<file path="src/source/scu_pkg.sv">
//======================================================================
// Shared definitions of the system control unit: field widths, scan
// command codes and register layouts. Imported by the RTL modules and
// by the testbench.
//======================================================================

package scu_pkg;

    //==================================================================
    // Field widths
    //==================================================================
    localparam int unsigned scu_op_w   = 2;
    localparam int unsigned scu_addr_w = 2;
    localparam int unsigned scu_data_w = 4;
    localparam int unsigned scu_dr_w   = scu_data_w + scu_addr_w + scu_op_w;

    //==================================================================
    // Command codes
    //==================================================================
    typedef enum logic [scu_op_w-1:0] {
        scu_op_write   = 2'h0,
        scu_op_read    = 2'h1,
        scu_op_setbits = 2'h2,
        scu_op_clrbits = 2'h3
    } scu_op_e;

    typedef enum logic [scu_addr_w-1:0] {
        scu_addr_control = 2'h0,
        scu_addr_mode    = 2'h1,
        scu_addr_status  = 2'h2,    // Read-only
        scu_addr_sticky  = 2'h3     // Cleared only by clear-bits
    } scu_addr_e;

    // Scan word, op sits in the bits shifted out first
    typedef struct packed {
        logic [scu_data_w-1:0] data;
        logic [scu_addr_w-1:0] addr;
        logic [scu_op_w-1:0]   op;
    } scu_dr_s;

    //==================================================================
    // Register layouts
    //==================================================================
    typedef struct packed {
        logic [2:0] rsrv;
        logic       sys_reset;      // System reset request
    } scu_control_s;

    typedef struct packed {
        logic [1:0] rsrv;
        logic       hdu_rst_mux;    // 1 selects power-up for HDU
        logic       dm_rst_mux;     // 1 selects system for DM
    } scu_mode_s;

    // A set bit means the domain is in reset
    typedef struct packed {
        logic hdu_reset;
        logic dm_reset;
        logic core_reset;
        logic sys_reset;
    } scu_status_s;

endpackage : scu_pkg
</file>
<file path="src/source/scu_top.sv">
//======================================================================
// System control unit top level. Connects the scan chain, the register
// file and the reset generation. Reset buffer depth set here.
//======================================================================

`timescale 1ns/100ps

module scu_top
    import scu_pkg::*;
#(
    parameter int rst_buf_stages = 2
) (
    input  logic clk,
    input  logic pwrup_rst_n_sync,
    input  logic rst_n,
    input  logic cpu_rst_n,
    input  logic ndm_rst_n,         // From debug module
    input  logic hart_rst_n,        // From debug module
    input  logic tapc_ch_sel,
    input  logic tapc_ch_id,
    input  logic tapc_ch_capture,
    input  logic tapc_ch_shift,
    input  logic tapc_ch_update,
    input  logic tapc_ch_tdi,
    output logic tapc_ch_tdo,
    output logic sys_rst_n,
    output logic sys_rst_n_qlfy,
    output logic core_rst_n,
    output logic core_rst_n_qlfy,
    output logic dm_rst_n,
    output logic dm_rst_n_qlfy,
    output logic hdu_rst_n,
    output logic hdu_rst_n_qlfy
);

    logic                  dr_update;
    scu_op_e               dr_op;
    scu_addr_e             dr_addr;
    logic [scu_data_w-1:0] dr_wdata;
    logic [scu_data_w-1:0] cmd_data;
    scu_control_s          control_q;
    scu_mode_s             mode_q;
    scu_mode_s             mode_next;
    logic                  mode_wr;
    scu_status_s           status;

    scu_dr_chain u_dr_chain (
        .clk              (clk),
        .pwrup_rst_n_sync (pwrup_rst_n_sync),
        .tapc_ch_sel      (tapc_ch_sel),
        .tapc_ch_id       (tapc_ch_id),
        .tapc_ch_capture  (tapc_ch_capture),
        .tapc_ch_shift    (tapc_ch_shift),
        .tapc_ch_update   (tapc_ch_update),
        .tapc_ch_tdi      (tapc_ch_tdi),
        .cmd_data         (cmd_data),
        .tapc_ch_tdo      (tapc_ch_tdo),
        .dr_update        (dr_update),
        .dr_op            (dr_op),
        .dr_addr          (dr_addr),
        .dr_wdata         (dr_wdata)
    );

    scu_regs u_regs (
        .clk              (clk),
        .pwrup_rst_n_sync (pwrup_rst_n_sync),
        .dr_update        (dr_update),
        .dr_op            (dr_op),
        .dr_addr          (dr_addr),
        .dr_wdata         (dr_wdata),
        .status           (status),
        .cmd_data         (cmd_data),
        .control_q        (control_q),
        .mode_q           (mode_q),
        .mode_next        (mode_next),
        .mode_wr          (mode_wr)
    );

    scu_reset_ctrl #(.rst_buf_stages(rst_buf_stages)) u_reset_ctrl (
        .clk              (clk),
        .pwrup_rst_n_sync (pwrup_rst_n_sync),
        .rst_n            (rst_n),
        .cpu_rst_n        (cpu_rst_n),
        .ndm_rst_n        (ndm_rst_n),
        .hart_rst_n       (hart_rst_n),
        .control_q        (control_q),
        .mode_q           (mode_q),
        .mode_next        (mode_next),
        .mode_wr          (mode_wr),
        .sys_rst_n        (sys_rst_n),
        .sys_rst_n_qlfy   (sys_rst_n_qlfy),
        .core_rst_n       (core_rst_n),
        .core_rst_n_qlfy  (core_rst_n_qlfy),
        .dm_rst_n         (dm_rst_n),
        .dm_rst_n_qlfy    (dm_rst_n_qlfy),
        .hdu_rst_n        (hdu_rst_n),
        .hdu_rst_n_qlfy   (hdu_rst_n_qlfy),
        .status           (status)
    );

endmodule : scu_top

</file>
<file path="src/source/scu_reset_ctrl.sv">
//======================================================================
// Reset generation for system, core, debug module and hart debug unit.
// Selects each domain's source and forwards MODE writes straight to the
// DM and HDU qualifiers.
//======================================================================

`timescale 1ns/100ps

module scu_reset_ctrl
    import scu_pkg::*;
#(
    parameter int rst_buf_stages = 2
) (
    input  logic         clk,
    input  logic         pwrup_rst_n_sync,
    input  logic         rst_n,
    input  logic         cpu_rst_n,
    input  logic         ndm_rst_n,
    input  logic         hart_rst_n,
    input  scu_control_s control_q,
    input  scu_mode_s    mode_q,
    input  scu_mode_s    mode_next,
    input  logic         mode_wr,
    output logic         sys_rst_n,
    output logic         sys_rst_n_qlfy,
    output logic         core_rst_n,
    output logic         core_rst_n_qlfy,
    output logic         dm_rst_n,
    output logic         dm_rst_n_qlfy,
    output logic         hdu_rst_n,
    output logic         hdu_rst_n_qlfy,
    output scu_status_s  status
);

    logic sys_rst_n_in;
    logic sys_rst_n_status;
    logic core_rst_n_in;
    logic core_buf_qlfy;
    logic core_rst_n_status;
    logic dm_rst_n_in;
    logic dm_buf_qlfy;
    logic dm_rst_n_status;
    logic dm_mux_fwd;
    logic dm_qlfy_i;
    logic hdu_rst_n_in;
    logic hdu_buf_qlfy;
    logic hdu_rst_n_status;
    logic hdu_mux_fwd;
    logic hdu_qlfy_i;

    //==================================================================
    // System and core
    //==================================================================
    assign sys_rst_n_in = rst_n & ~control_q.sys_reset;

    scu_reset_buf #(.rst_buf_stages(rst_buf_stages)) u_sys_buf (
        .clk              (clk),
        .rst_n            (pwrup_rst_n_sync),
        .reset_n_in       (sys_rst_n_in),
        .reset_n_out      (sys_rst_n),
        .reset_n_out_qlfy (sys_rst_n_qlfy),
        .reset_n_status   (sys_rst_n_status)
    );

    assign core_rst_n_in = cpu_rst_n & ndm_rst_n & hart_rst_n;

    scu_reset_buf #(.rst_buf_stages(rst_buf_stages)) u_core_buf (
        .clk              (clk),
        .rst_n            (sys_rst_n),          // Core sits under system
        .reset_n_in       (core_rst_n_in),
        .reset_n_out      (core_rst_n),
        .reset_n_out_qlfy (core_buf_qlfy),
        .reset_n_status   (core_rst_n_status)
    );

    assign core_rst_n_qlfy = sys_rst_n_qlfy & core_buf_qlfy;

    //==================================================================
    // Debug module and hart debug unit
    //==================================================================
    assign dm_rst_n_in  = mode_q.dm_rst_mux ? sys_rst_n : 1'b1;
    assign hdu_rst_n_in = mode_q.hdu_rst_mux ? 1'b1 : core_rst_n;

    scu_reset_buf #(.rst_buf_stages(rst_buf_stages)) u_dm_buf (
        .clk              (clk),
        .rst_n            (pwrup_rst_n_sync),
        .reset_n_in       (dm_rst_n_in),
        .reset_n_out      (dm_rst_n),
        .reset_n_out_qlfy (dm_buf_qlfy),
        .reset_n_status   (dm_rst_n_status)
    );

    scu_reset_buf #(.rst_buf_stages(rst_buf_stages)) u_hdu_buf (
        .clk              (clk),
        .rst_n            (pwrup_rst_n_sync),
        .reset_n_in       (hdu_rst_n_in),
        .reset_n_out      (hdu_rst_n),
        .reset_n_out_qlfy (hdu_buf_qlfy),
        .reset_n_status   (hdu_rst_n_status)
    );

    // Mux select seen in the same cycle as a MODE write
    assign dm_mux_fwd  = mode_wr ? mode_next.dm_rst_mux  : mode_q.dm_rst_mux;
    assign hdu_mux_fwd = mode_wr ? mode_next.hdu_rst_mux : mode_q.hdu_rst_mux;

    assign dm_rst_n_qlfy  = dm_buf_qlfy & (dm_mux_fwd ? sys_rst_n_qlfy : 1'b1);
    assign hdu_rst_n_qlfy = hdu_buf_qlfy & (hdu_mux_fwd ? 1'b1 : core_rst_n_qlfy);

    // Registered select only, no path back from cmd_data
    assign dm_qlfy_i  = dm_buf_qlfy & (mode_q.dm_rst_mux ? sys_rst_n_qlfy : 1'b1);
    assign hdu_qlfy_i = hdu_buf_qlfy & (mode_q.hdu_rst_mux ? 1'b1 : core_rst_n_qlfy);

    assign status.sys_reset  = ~(sys_rst_n_status & sys_rst_n_qlfy);
    assign status.core_reset = ~(core_rst_n_status & core_rst_n_qlfy);
    assign status.dm_reset   = ~(dm_rst_n_status & dm_qlfy_i);
    assign status.hdu_reset  = ~(hdu_rst_n_status & hdu_qlfy_i);

endmodule : scu_reset_ctrl

</file>
<file path="src/source/scu_reset_buf.sv">
//======================================================================
// Reset buffer for one domain. The first flop gives an early qualifier,
// the last one the domain reset, and one more flop the status.
//======================================================================

`timescale 1ns/100ps

module scu_reset_buf #(
    parameter int rst_buf_stages = 2    // At least 2
) (
    input  logic clk,
    input  logic rst_n,                 // Asynchronous clear of the chain
    input  logic reset_n_in,
    output logic reset_n_out,
    output logic reset_n_out_qlfy,
    output logic reset_n_status
);

    logic [rst_buf_stages-1:0] stage_q;
    logic                      status_q;

    always_ff @(posedge clk or negedge rst_n) begin
        if (!rst_n) begin
            stage_q  <= '0;
            status_q <= 1'b0;
        end else begin
            stage_q  <= {stage_q[rst_buf_stages-2:0], reset_n_in};
            status_q <= stage_q[rst_buf_stages-1];
        end
    end

    assign reset_n_out_qlfy = stage_q[0];                   // Warns ahead of the reset
    assign reset_n_out      = stage_q[rst_buf_stages-1];
    assign reset_n_status   = status_q;

endmodule : scu_reset_buf

</file>
<file path="src/source/scu_regs.sv">
//======================================================================
// Register file of the control unit: CONTROL, MODE, STATUS and STICKY.
// Merges each scan command with the addressed register and feeds the
// result back to the chain and to the reset control.
//======================================================================

`timescale 1ns/100ps

module scu_regs
    import scu_pkg::*;
(
    input  logic                  clk,
    input  logic                  pwrup_rst_n_sync,
    input  logic                  dr_update,
    input  scu_op_e               dr_op,
    input  scu_addr_e             dr_addr,
    input  logic [scu_data_w-1:0] dr_wdata,
    input  scu_status_s           status,       // Live reset state
    output logic [scu_data_w-1:0] cmd_data,
    output scu_control_s          control_q,
    output scu_mode_s             mode_q,
    output scu_mode_s             mode_next,
    output logic                  mode_wr
);

    logic [scu_data_w-1:0] reg_data;
    logic                  control_wr;
    logic                  sticky_wr;
    scu_status_s           status_dly_q;
    scu_status_s           status_rise;
    scu_status_s           sticky_q;

    //==================================================================
    // Register select and command merge
    //==================================================================
    always_comb begin
        case (dr_addr)
            scu_addr_control: reg_data = control_q;
            scu_addr_mode:    reg_data = mode_q;
            scu_addr_status:  reg_data = status;
            scu_addr_sticky:  reg_data = sticky_q;
            default:          reg_data = '0;
        endcase
    end

    always_comb begin
        case (dr_op)
            scu_op_write:   cmd_data = dr_wdata;
            scu_op_read:    cmd_data = reg_data;
            scu_op_setbits: cmd_data = reg_data | dr_wdata;
            scu_op_clrbits: cmd_data = reg_data & ~dr_wdata;
            default:        cmd_data = reg_data;
        endcase
    end

    // Write enables, reads never modify anything
    always_comb begin
        control_wr = 1'b0;
        mode_wr    = 1'b0;
        sticky_wr  = 1'b0;
        if (dr_update && (dr_op != scu_op_read)) begin
            case (dr_addr)
                scu_addr_control: control_wr = 1'b1;
                scu_addr_mode:    mode_wr    = 1'b1;
                scu_addr_sticky:  sticky_wr  = (dr_op == scu_op_clrbits);
                default:          ;         // STATUS is read-only
            endcase
        end
    end

    //==================================================================
    // CONTROL and MODE
    //==================================================================
    always_ff @(posedge clk or negedge pwrup_rst_n_sync) begin
        if (!pwrup_rst_n_sync) begin
            control_q <= '0;
        end else if (control_wr) begin
            control_q <= scu_control_s'(cmd_data);
        end
    end

    assign mode_next = scu_mode_s'(cmd_data);   // Also forwarded to qualifiers

    always_ff @(posedge clk or negedge pwrup_rst_n_sync) begin
        if (!pwrup_rst_n_sync) begin
            mode_q <= '0;
        end else if (mode_wr) begin
            mode_q <= mode_next;
        end
    end

    //==================================================================
    // Status edge detect and STICKY
    //==================================================================
    always_ff @(posedge clk or negedge pwrup_rst_n_sync) begin
        if (!pwrup_rst_n_sync) begin
            status_dly_q <= '0;
        end else begin
            status_dly_q <= status;
        end
    end

    assign status_rise = status & ~status_dly_q;

    // New reset entry wins over a clear in the same cycle
    always_ff @(posedge clk or negedge pwrup_rst_n_sync) begin
        if (!pwrup_rst_n_sync) begin
            sticky_q <= '0;
        end else begin
            for (int i = 0; i < scu_data_w; i++) begin
                if (status_rise[i]) begin
                    sticky_q[i] <= 1'b1;
                end else if (sticky_wr) begin
                    sticky_q[i] <= cmd_data[i];
                end
            end
        end
    end

endmodule : scu_regs

</file>
<file path="src/source/scu_dr_chain.sv">
//======================================================================
// Debug scan chain of the control unit. Decodes the TAP strobes for
// chain 0, shifts the command word and keeps the shadow that the next
// capture returns to the host.
//======================================================================

`timescale 1ns/100ps

module scu_dr_chain
    import scu_pkg::*;
(
    input  logic                  clk,
    input  logic                  pwrup_rst_n_sync,
    input  logic                  tapc_ch_sel,
    input  logic                  tapc_ch_id,
    input  logic                  tapc_ch_capture,
    input  logic                  tapc_ch_shift,
    input  logic                  tapc_ch_update,
    input  logic                  tapc_ch_tdi,
    input  logic [scu_data_w-1:0] cmd_data,     // Merged result from registers
    output logic                  tapc_ch_tdo,
    output logic                  dr_update,
    output scu_op_e               dr_op,
    output scu_addr_e             dr_addr,
    output logic [scu_data_w-1:0] dr_wdata
);

    scu_dr_s shift_q;
    scu_dr_s shadow_q;
    logic    chain_hit;
    logic    dr_capture;
    logic    dr_shift;

    // Only chain id 0 belongs to this unit
    assign chain_hit  = tapc_ch_sel & ~tapc_ch_id;
    assign dr_capture = chain_hit & tapc_ch_capture;
    assign dr_shift   = chain_hit & tapc_ch_shift;
    assign dr_update  = chain_hit & tapc_ch_update;

    always_ff @(posedge clk or negedge pwrup_rst_n_sync) begin
        if (!pwrup_rst_n_sync) begin
            shift_q <= '0;
        end else if (dr_capture) begin
            shift_q <= shadow_q;                            // Last result back to host
        end else if (dr_shift) begin
            shift_q <= {tapc_ch_tdi, shift_q[scu_dr_w-1:1]}; // LSB first
        end
    end

    // Shadow holds the command with its merged data
    always_ff @(posedge clk or negedge pwrup_rst_n_sync) begin
        if (!pwrup_rst_n_sync) begin
            shadow_q <= '0;
        end else if (dr_update) begin
            shadow_q.op   <= shift_q.op;
            shadow_q.addr <= shift_q.addr;
            shadow_q.data <= cmd_data;
        end
    end

    assign dr_op       = scu_op_e'(shift_q.op);
    assign dr_addr     = scu_addr_e'(shift_q.addr);
    assign dr_wdata    = shift_q.data;
    assign tapc_ch_tdo = shift_q[0];

endmodule : scu_dr_chain

</file>
<file path="config.mk">
export PLATFORM = sky130hd
export DESIGN_NAME = scu_top
export DESIGN_NICKNAME = d
export VERILOG_FILES = /design/src/source/scu_pkg.sv /design/src/source/scu_top.sv /design/src/source/scu_reset_ctrl.sv /design/src/source/scu_reset_buf.sv /design/src/source/scu_regs.sv /design/src/source/scu_dr_chain.sv
export SDC_FILE = /design/constraint.sdc
export NUM_CORES = 1
export LEC_CHECK = 0
export BUFFER_PORTS_ARGS = -buffer_cell sky130_fd_sc_hd__buf_2
export CORE_MARGIN = 8
export CORE_UTILIZATION = 35
export DETAILED_ROUTE_END_ITERATION = 8
export GPL_ROUTABILITY_DRIVEN = 0
export PLACE_DENSITY = 0.56
export SETUP_SLACK_MARGIN = 0.4
export SLEW_MARGIN = 20
export SYNTH_ARGS = -nofsm -noshare
export SYNTH_HDL_FRONTEND = slang
export SYNTH_SLANG_ARGS = --single-unit
export TNS_END_PERCENT = 30
</file>
<file path="constraint.sdc">
create_clock -name clk -period 2.8 [get_ports clk]
set_input_delay 0.42 -clock clk [delete_from_list [all_inputs] [get_ports clk]]
set_output_delay 0.42 -clock clk [all_outputs]
set_load 0.05 [all_outputs]
</file>
==> metrics, run 1 <==
status finished, final reports clean; Post-synth EDFFs 0; CP required 2.38 ns; hold slack 0.08305 ns; DRT antenna net count 0; Clock power frac 0.241; Max-cap violations 0; core area 5473 µm²; Rows 27; CP Class register to output pin; TritonCTS clock tree built; Setup Skew 0.01111 ns; Least-Margin Pin Slew 0.9012 ns; first-pass GRT wire length 6.734 mm; Pleak 1.029 nW; Flop pwr share 0.509; area share of and/or/nand/nor cells after synthesis 0.2003; Final Total Pwr 1.670 mW; setup slack at placement 0.5814 ns; Cell Int Power 1.141 mW; Max FO, Critical Path 11; cell with the most instances after synthesis dfrtp_1; largest net degree at the start of global routing 42; Worst Setup SP u_dr_chain.dr_addr[0]$_DFFE_PN0P_; Clk pin slew, worst setup/hold paths 0.08 ns; Vias 1434; max-slew violations 0; initial antenna violation count 0; Switch Pwr 0.5292 mW; Die Y 91.23 µm; synthesized cell area 1981 µm²; Cell Pwr Density 732.7 nW/µm²; Synth Net Count 202; top_reg_cell synth dfrtp_1; fin crit period 2.372 ns; mux cell area share after synthesis 0.05685; # nets final 228; largest area contributor in the netlist dfrtp_1; main combinational cell family by area after synthesis simple AND/OR/NAND/NOR gates; total negative slack 0 ns; clk_lat worst skew 0.30 ns; # fillers 555; diodes inserted 0; # hold bufs at CTS 0; maximum VDD drop 237.6 µV; startpoint types register; Yosys reg bits 44; final period utilization 0.8471; sequential share of the synthesized area 0.5559; synth warn 0; I/O Pins 21; maximum buffer depth of the clock tree 2; top cells by area, synth dfrtp_1, nand2_1, mux2i_1; fmax 421.6 MHz; Cell variety after synth 41; Max-slew headroom 0.3992; Syn Inst Count 190; number of global-route vias before repair 1343; Final Hold Vio Count 0; Async S/R FF share, synth 1.000; Initial Utilization 0.3619; clk sinks 44; unrepaired setup endpoints after global routing yes; Port-buffer cells 20; vias per cell 4.962; Die W 91.23 µm; reg2reg start u_dr_chain.dr_addr[1]$_DFFE_PN0P_; crit end category output pin; sw frac 0.3168; Max H-tree Level 2; DIE AREA 8322 µm²; gr ovfl total 0; area grow syn2layout 15.10%; Final WS setup 0.4282 ns; wire per inst 14.54 µm; syn avg cell area 10.42 µm²; Synth Area in XOR/XNOR 0; final setup vio count 0; compound-cell area share of the yosys netlist 0.1396; crit path DAT 1.95 ns; share of cells above drive strength 1 0.2442; final wirelength 4.203 mm; commonest cells in the synthesized netlist dfrtp_1, nand2_1, o21ai_0; # DRC 0; HP Class register to asynchronous set/reset pin; DPL Wire Length 3.008 mm; Logic pwr share 0.250; 1st-iter DRT viols 103; adder-cell share of the synthesized area 0; Total Routing Usage GR 0.1014; cts bufs inserted 5; DRT Pass-1 Iters 4; Synth top area share 0.5559; CTS root buffer clkbuf_8
[cell families (layout without fill, tap and decap cells)]
| family | Yosys count | after routing |
|---|---|---|
| and+or+nand+nor | 76 | 76 |
| AOI/OAI and AO/OA | 45 | 45 |
| DFF | 44 | 44 |
| muxes | 10 | 10 |
| buffers and inverters | 15 | 42 |
[what timing repair did]
| action | in CTS | in global routing |
|---|---|---|
| resized for setup | 4 | 4 |
| endpoints found under the setup margin | 2 | 2 |
| buffers inserted | 0 | 11 |
[per-layer routing]
metal / share of wire / vias up / global-route usage
li1: - / 718 / -
met1: 0.46 / 681 / 0.1329
met2: 0.47 / 31 / 0.1518
met5: 0 / - / 0
met4: 0.014 / 0 / 0.04093
met3: 0.053 / 4 / 0.03128
[flip-flops by register name, indices dropped and copies added (netlist names), 4 cells and up]
register / count
u_regs.control_q: 4
u_regs.mode_q: 4
u_dr_chain.shadow_q: 8
u_dr_chain.dr_wdata: 4
u_regs.status_dly_q: 4
u_regs.sticky_q: 4
[cells in the final DEF, fill, tap and decap left out, types with 2 or more instances in the layout]
cell	n
or3_1	3
clkbuf_1	2
mux2i_1	9
nand3b_1	3
a31oi_1	7
buf_2	19
o21ai_0	14
dfrtp_2	5
nand2b_1	3
clkbuf_8	6
nand3_1	5
nand2_1	31
nor2_1	10
a21oi_1	7
dfrtp_1	39
inv_1	2
nor2b_1	7
and3b_1	2
buf_4	13
o21ai_1	5
o221ai_1	2
[worst paths after layout]
| check | cells after the start | end | slack [ns] |
|---|---|---|---|
| max in group asynchronous | 1 | u_dr_chain.dr_op[0]$_DFFE_PN0P_ | 1.95 |
| min in group clk | 2 | u_reset_ctrl.u_sys_buf.stage_q[0]$_DFF_PN0_ | 0.34 |
| min reg2reg | 0 | u_reset_ctrl.u_core_buf.stage_q[0]$_DFF_PN0_ | 0.08 |
| min | 0 | u_reset_ctrl.u_core_buf.stage_q[0]$_DFF_PN0_ | 0.08 |
| max reg2reg | 5 | u_dr_chain.shadow_q[6]$_DFFE_PN0P_ | 1.21 |
| max | 6 | hdu_rst_n_qlfy | 0.43 |
[cell type report]
cell class                      instances  area (µm²)  share of cell area
Clock buffer                            8       90.09             0.03952
Inverter                                2       7.507            0.003293
Multi-Input combinational cell        131       792.0              0.3474
Sequential cell                        44        1107              0.4857
Tap cell                               72       90.09             0.03952
Timing Repair Buffer                   32       192.7             0.08452
[worst max-delay path, stage by stage (launching register included)]
cell and delay [ns]:
dfrtp_2 0.49, buf_4 0.17, nor2b_1 0.13, a2111oi_1 0.07
or3_4 0.43, a21oi_2 0.15, buf_4 0.21
[power groups by stage]
stage	registers [mW]	clock network [mW]	logic [mW]
6_report	0.851	0.402	0.417
4_1_cts	0.860	0.411	0.343
3_5_place_dp	0.868	0	0.345
3_3_place_gp	0.867	0	0.335
2_1_floorplan	0.830	0	0.304
5_1_grt	0.866	0.434	0.461
[stage by stage]
stage	std cells	cell area [µm²]	utilization
after floorplan	190	1984	-
after global placement	270	2096	0.3829
after detailed placement	270	2096	0.3829
after CTS	278	2192	0.4005
after global routing	289	2280	0.4166
final	289	2280	0.4166
No activity file was read; power rests on OpenSTA's default activity.
==> inputs of run 2 (changes only) <==
==> constraint.sdc (replaced) <==
create_clock -name clk -period 2.5 [get_ports clk]
set_input_delay 0.375 -clock clk [delete_from_list [all_inputs] [get_ports clk]]
set_output_delay 0.375 -clock clk [all_outputs]
set_load 0.05 [all_outputs]
==> run 2 against run 1 <==
Net effect:
- sequential share of layout area decreased by 1.6 points
- highest routed layer unchanged
- register-to-register slack got worse by 0.43 ns
- non-clock buffer count increased by 7
==> metrics, run 2 (same netlist as run 1, synthesis figures left out) <==
CP required 2.12 ns (-0.26 ns); fmax 463.8 MHz; Max H-tree Level 2 (unchanged); largest net degree at the start of global routing 42 (unchanged); initial antenna violation count 0 (unchanged); maximum VDD drop 261.7 µV (+10%); most frequent cells in the layout dfrtp_1, nand2_1, buf_2; Setup Skew 0.003494 ns (-0.007621 ns); worst-path cell chain and2b_1 > o211ai_1 > or3_4 > a21oi_4 > buf_6; I/O Pins 21 (unchanged); Cell Pwr Density 802.0 nW/µm² (+9.5%); Pleak 1.061 nW (+3.1%); Die W 91.23 µm (unchanged); maximum buffer depth of the clock tree 2 (unchanged); final core occ 0.4298 (+0.01326); Slowest Stage Delay on Critical Path 0.44 ns (-0.05 ns); Final Hold Vio Count 0 (unchanged); clk_lat worst skew 0.30 ns (about the same); TritonCTS clock tree built; hold slack 0.07974 ns (-0.003317 ns); # hold bufs at CTS 0 (unchanged); 1st-iter DRT viols 67 (-35%); fin crit period 2.156 ns; DIE AREA 8322 µm² (unchanged); crit path DAT 1.78 ns (-0.17 ns); Max-slew headroom 0.3714 (-0.02780); # nets final 235 (+3.1%); Least-Margin Pin Slew 0.9429 ns (+0.04169 ns); Initial Utilization 0.3619 (unchanged); unrepaired setup endpoints after global routing yes; Largest Register u_dr_chain.shadow_q; cts bufs inserted 5 (unchanged); Clk pin slew, worst setup/hold paths 0.08 ns (about the same); gr ovfl total 0 (unchanged); setup slack at placement 0.4084 ns (-0.1730 ns); Max-cap violations 0 (unchanged); startpoint types register; vias per cell 4.925 (-0.74%); final wirelength 4.514 mm (+7.4%); HP Class register to asynchronous set/reset pin; number of global-route vias before repair 1513 (+13%); R2R Setup Slk 0.78 ns (-0.43 ns); Port-buffer cells 20 (unchanged); Die Y 91.23 µm (unchanged); diodes inserted 0 (unchanged); wire per inst 15.30 µm (+5.2%); CTS root buffer clkbuf_8; CP Class register to output pin; DRT antenna net count 0 (unchanged); clk sinks 44 (unchanged); # DRC 0 (unchanged); final period utilization 0.8624; share of cells above drive strength 1 0.2780 (+0.03379); max reg flops 8 (unchanged); Rows 27 (unchanged); Post-DP Area 2150 µm² (+2.6%); total negative slack 0 ns (unchanged); Vias 1453 (+1.3%); first-pass GRT wire length 7.797 mm (+16%); final setup vio count 0 (unchanged); Max FO, Critical Path 4 (-7); status finished, final reports clean; crit end category output pin; Final Cell Area 2352 µm² (+3.2%); core area 5473 µm² (unchanged); most common cell after layout, fill and taps aside dfrtp_1; DRT Pass-1 Iters 4 (unchanged); DPL Wire Length 3.134 mm (+4.2%); Final WS setup 0.3439 ns (-0.08430 ns); cell with the largest stage delay on the worst path dfrtp_2; Total Routing Usage GR 0.1182 (+0.01681); area grow syn2layout 18.76%; max-slew violations 0 (unchanged)
-- run 2: worst paths after layout --
kind                       depth (start not counted)                                               end                                         from
max                                                5                                    hdu_rst_n_qlfy              u_dr_chain.dr_op[0]$_DFFE_PN0P_
min                                                0  u_reset_ctrl.u_core_buf.reset_n_status$_DFF_PN0_  u_reset_ctrl.u_sys_buf.stage_q[1]$_DFF_PN0_
max reg2reg                                        7                u_dr_chain.shadow_q[6]$_DFFE_PN0P_            u_dr_chain.dr_addr[0]$_DFFE_PN0P_
min reg2reg                                        0  u_reset_ctrl.u_core_buf.reset_n_status$_DFF_PN0_  u_reset_ctrl.u_sys_buf.stage_q[1]$_DFF_PN0_
max in group asynchronous                          1                 u_dr_chain.dr_addr[1]$_DFFE_PN0P_                             pwrup_rst_n_sync
min in group clk                                   2       u_reset_ctrl.u_sys_buf.stage_q[0]$_DFF_PN0_                                        rst_n
-- run 2: worst max-delay path, delay by kind of cell (launching register included) --
family,cells,cell delay (ns)
AOI/OAI and AO/OA,2,0.24
buffers and inverters,1,0.17
DFF,1,0.44
and+or+nand+nor,2,0.64
-- run 2: layout make-up --
| class | instances | area, µm² |
|---|---|---|
| Tap cell | 72 | 90.09 |
| Multi-Input combinational cell | 131 | 804.5 |
| Clock buffer | 5 | 68.82 |
| Clock inverter | 2 | 12.51 |
| Sequential cell | 44 | 1106 |
| Inverter | 2 | 7.507 |
| Fill cell | 558 | 3120 |
| Timing Repair Buffer | 39 | 262.8 |
-- run 2: report_power, final --
group | internal (mW) | total (mW) | switching, mW
clock | 0.189 | 0.430 | 0.241
sequential | 0.827 | 0.926 | 0.0989
combinational | 0.253 | 0.531 | 0.277
-- run 2: stage by stage --
step | std cells | power, mW
finish | 295 | 1.887
CTS | 291 | 1.880
global placement | 276 | 1.384
floorplan | 190 | 1.274
global route | 295 | 2.026
detailed placement | 276 | 1.394
-- run 2: layer usage --
layer	up-vias	global-route usage	routed length [µm]
met3	8	0.03951	184
met4	0	0.05730	104
li1	734	-	-
met1	692	0.1479	2153
met2	19	0.1790	2071
met5	-	0	0
-- run 2: what timing repair did --
item                                   4_1_cts  5_1_grt
endpoints found under the hold margin        0        0
setup endpoints to repair                    2        2
setup buffers                                8        4
resized for setup                           11        1
pin swaps                                    0        1
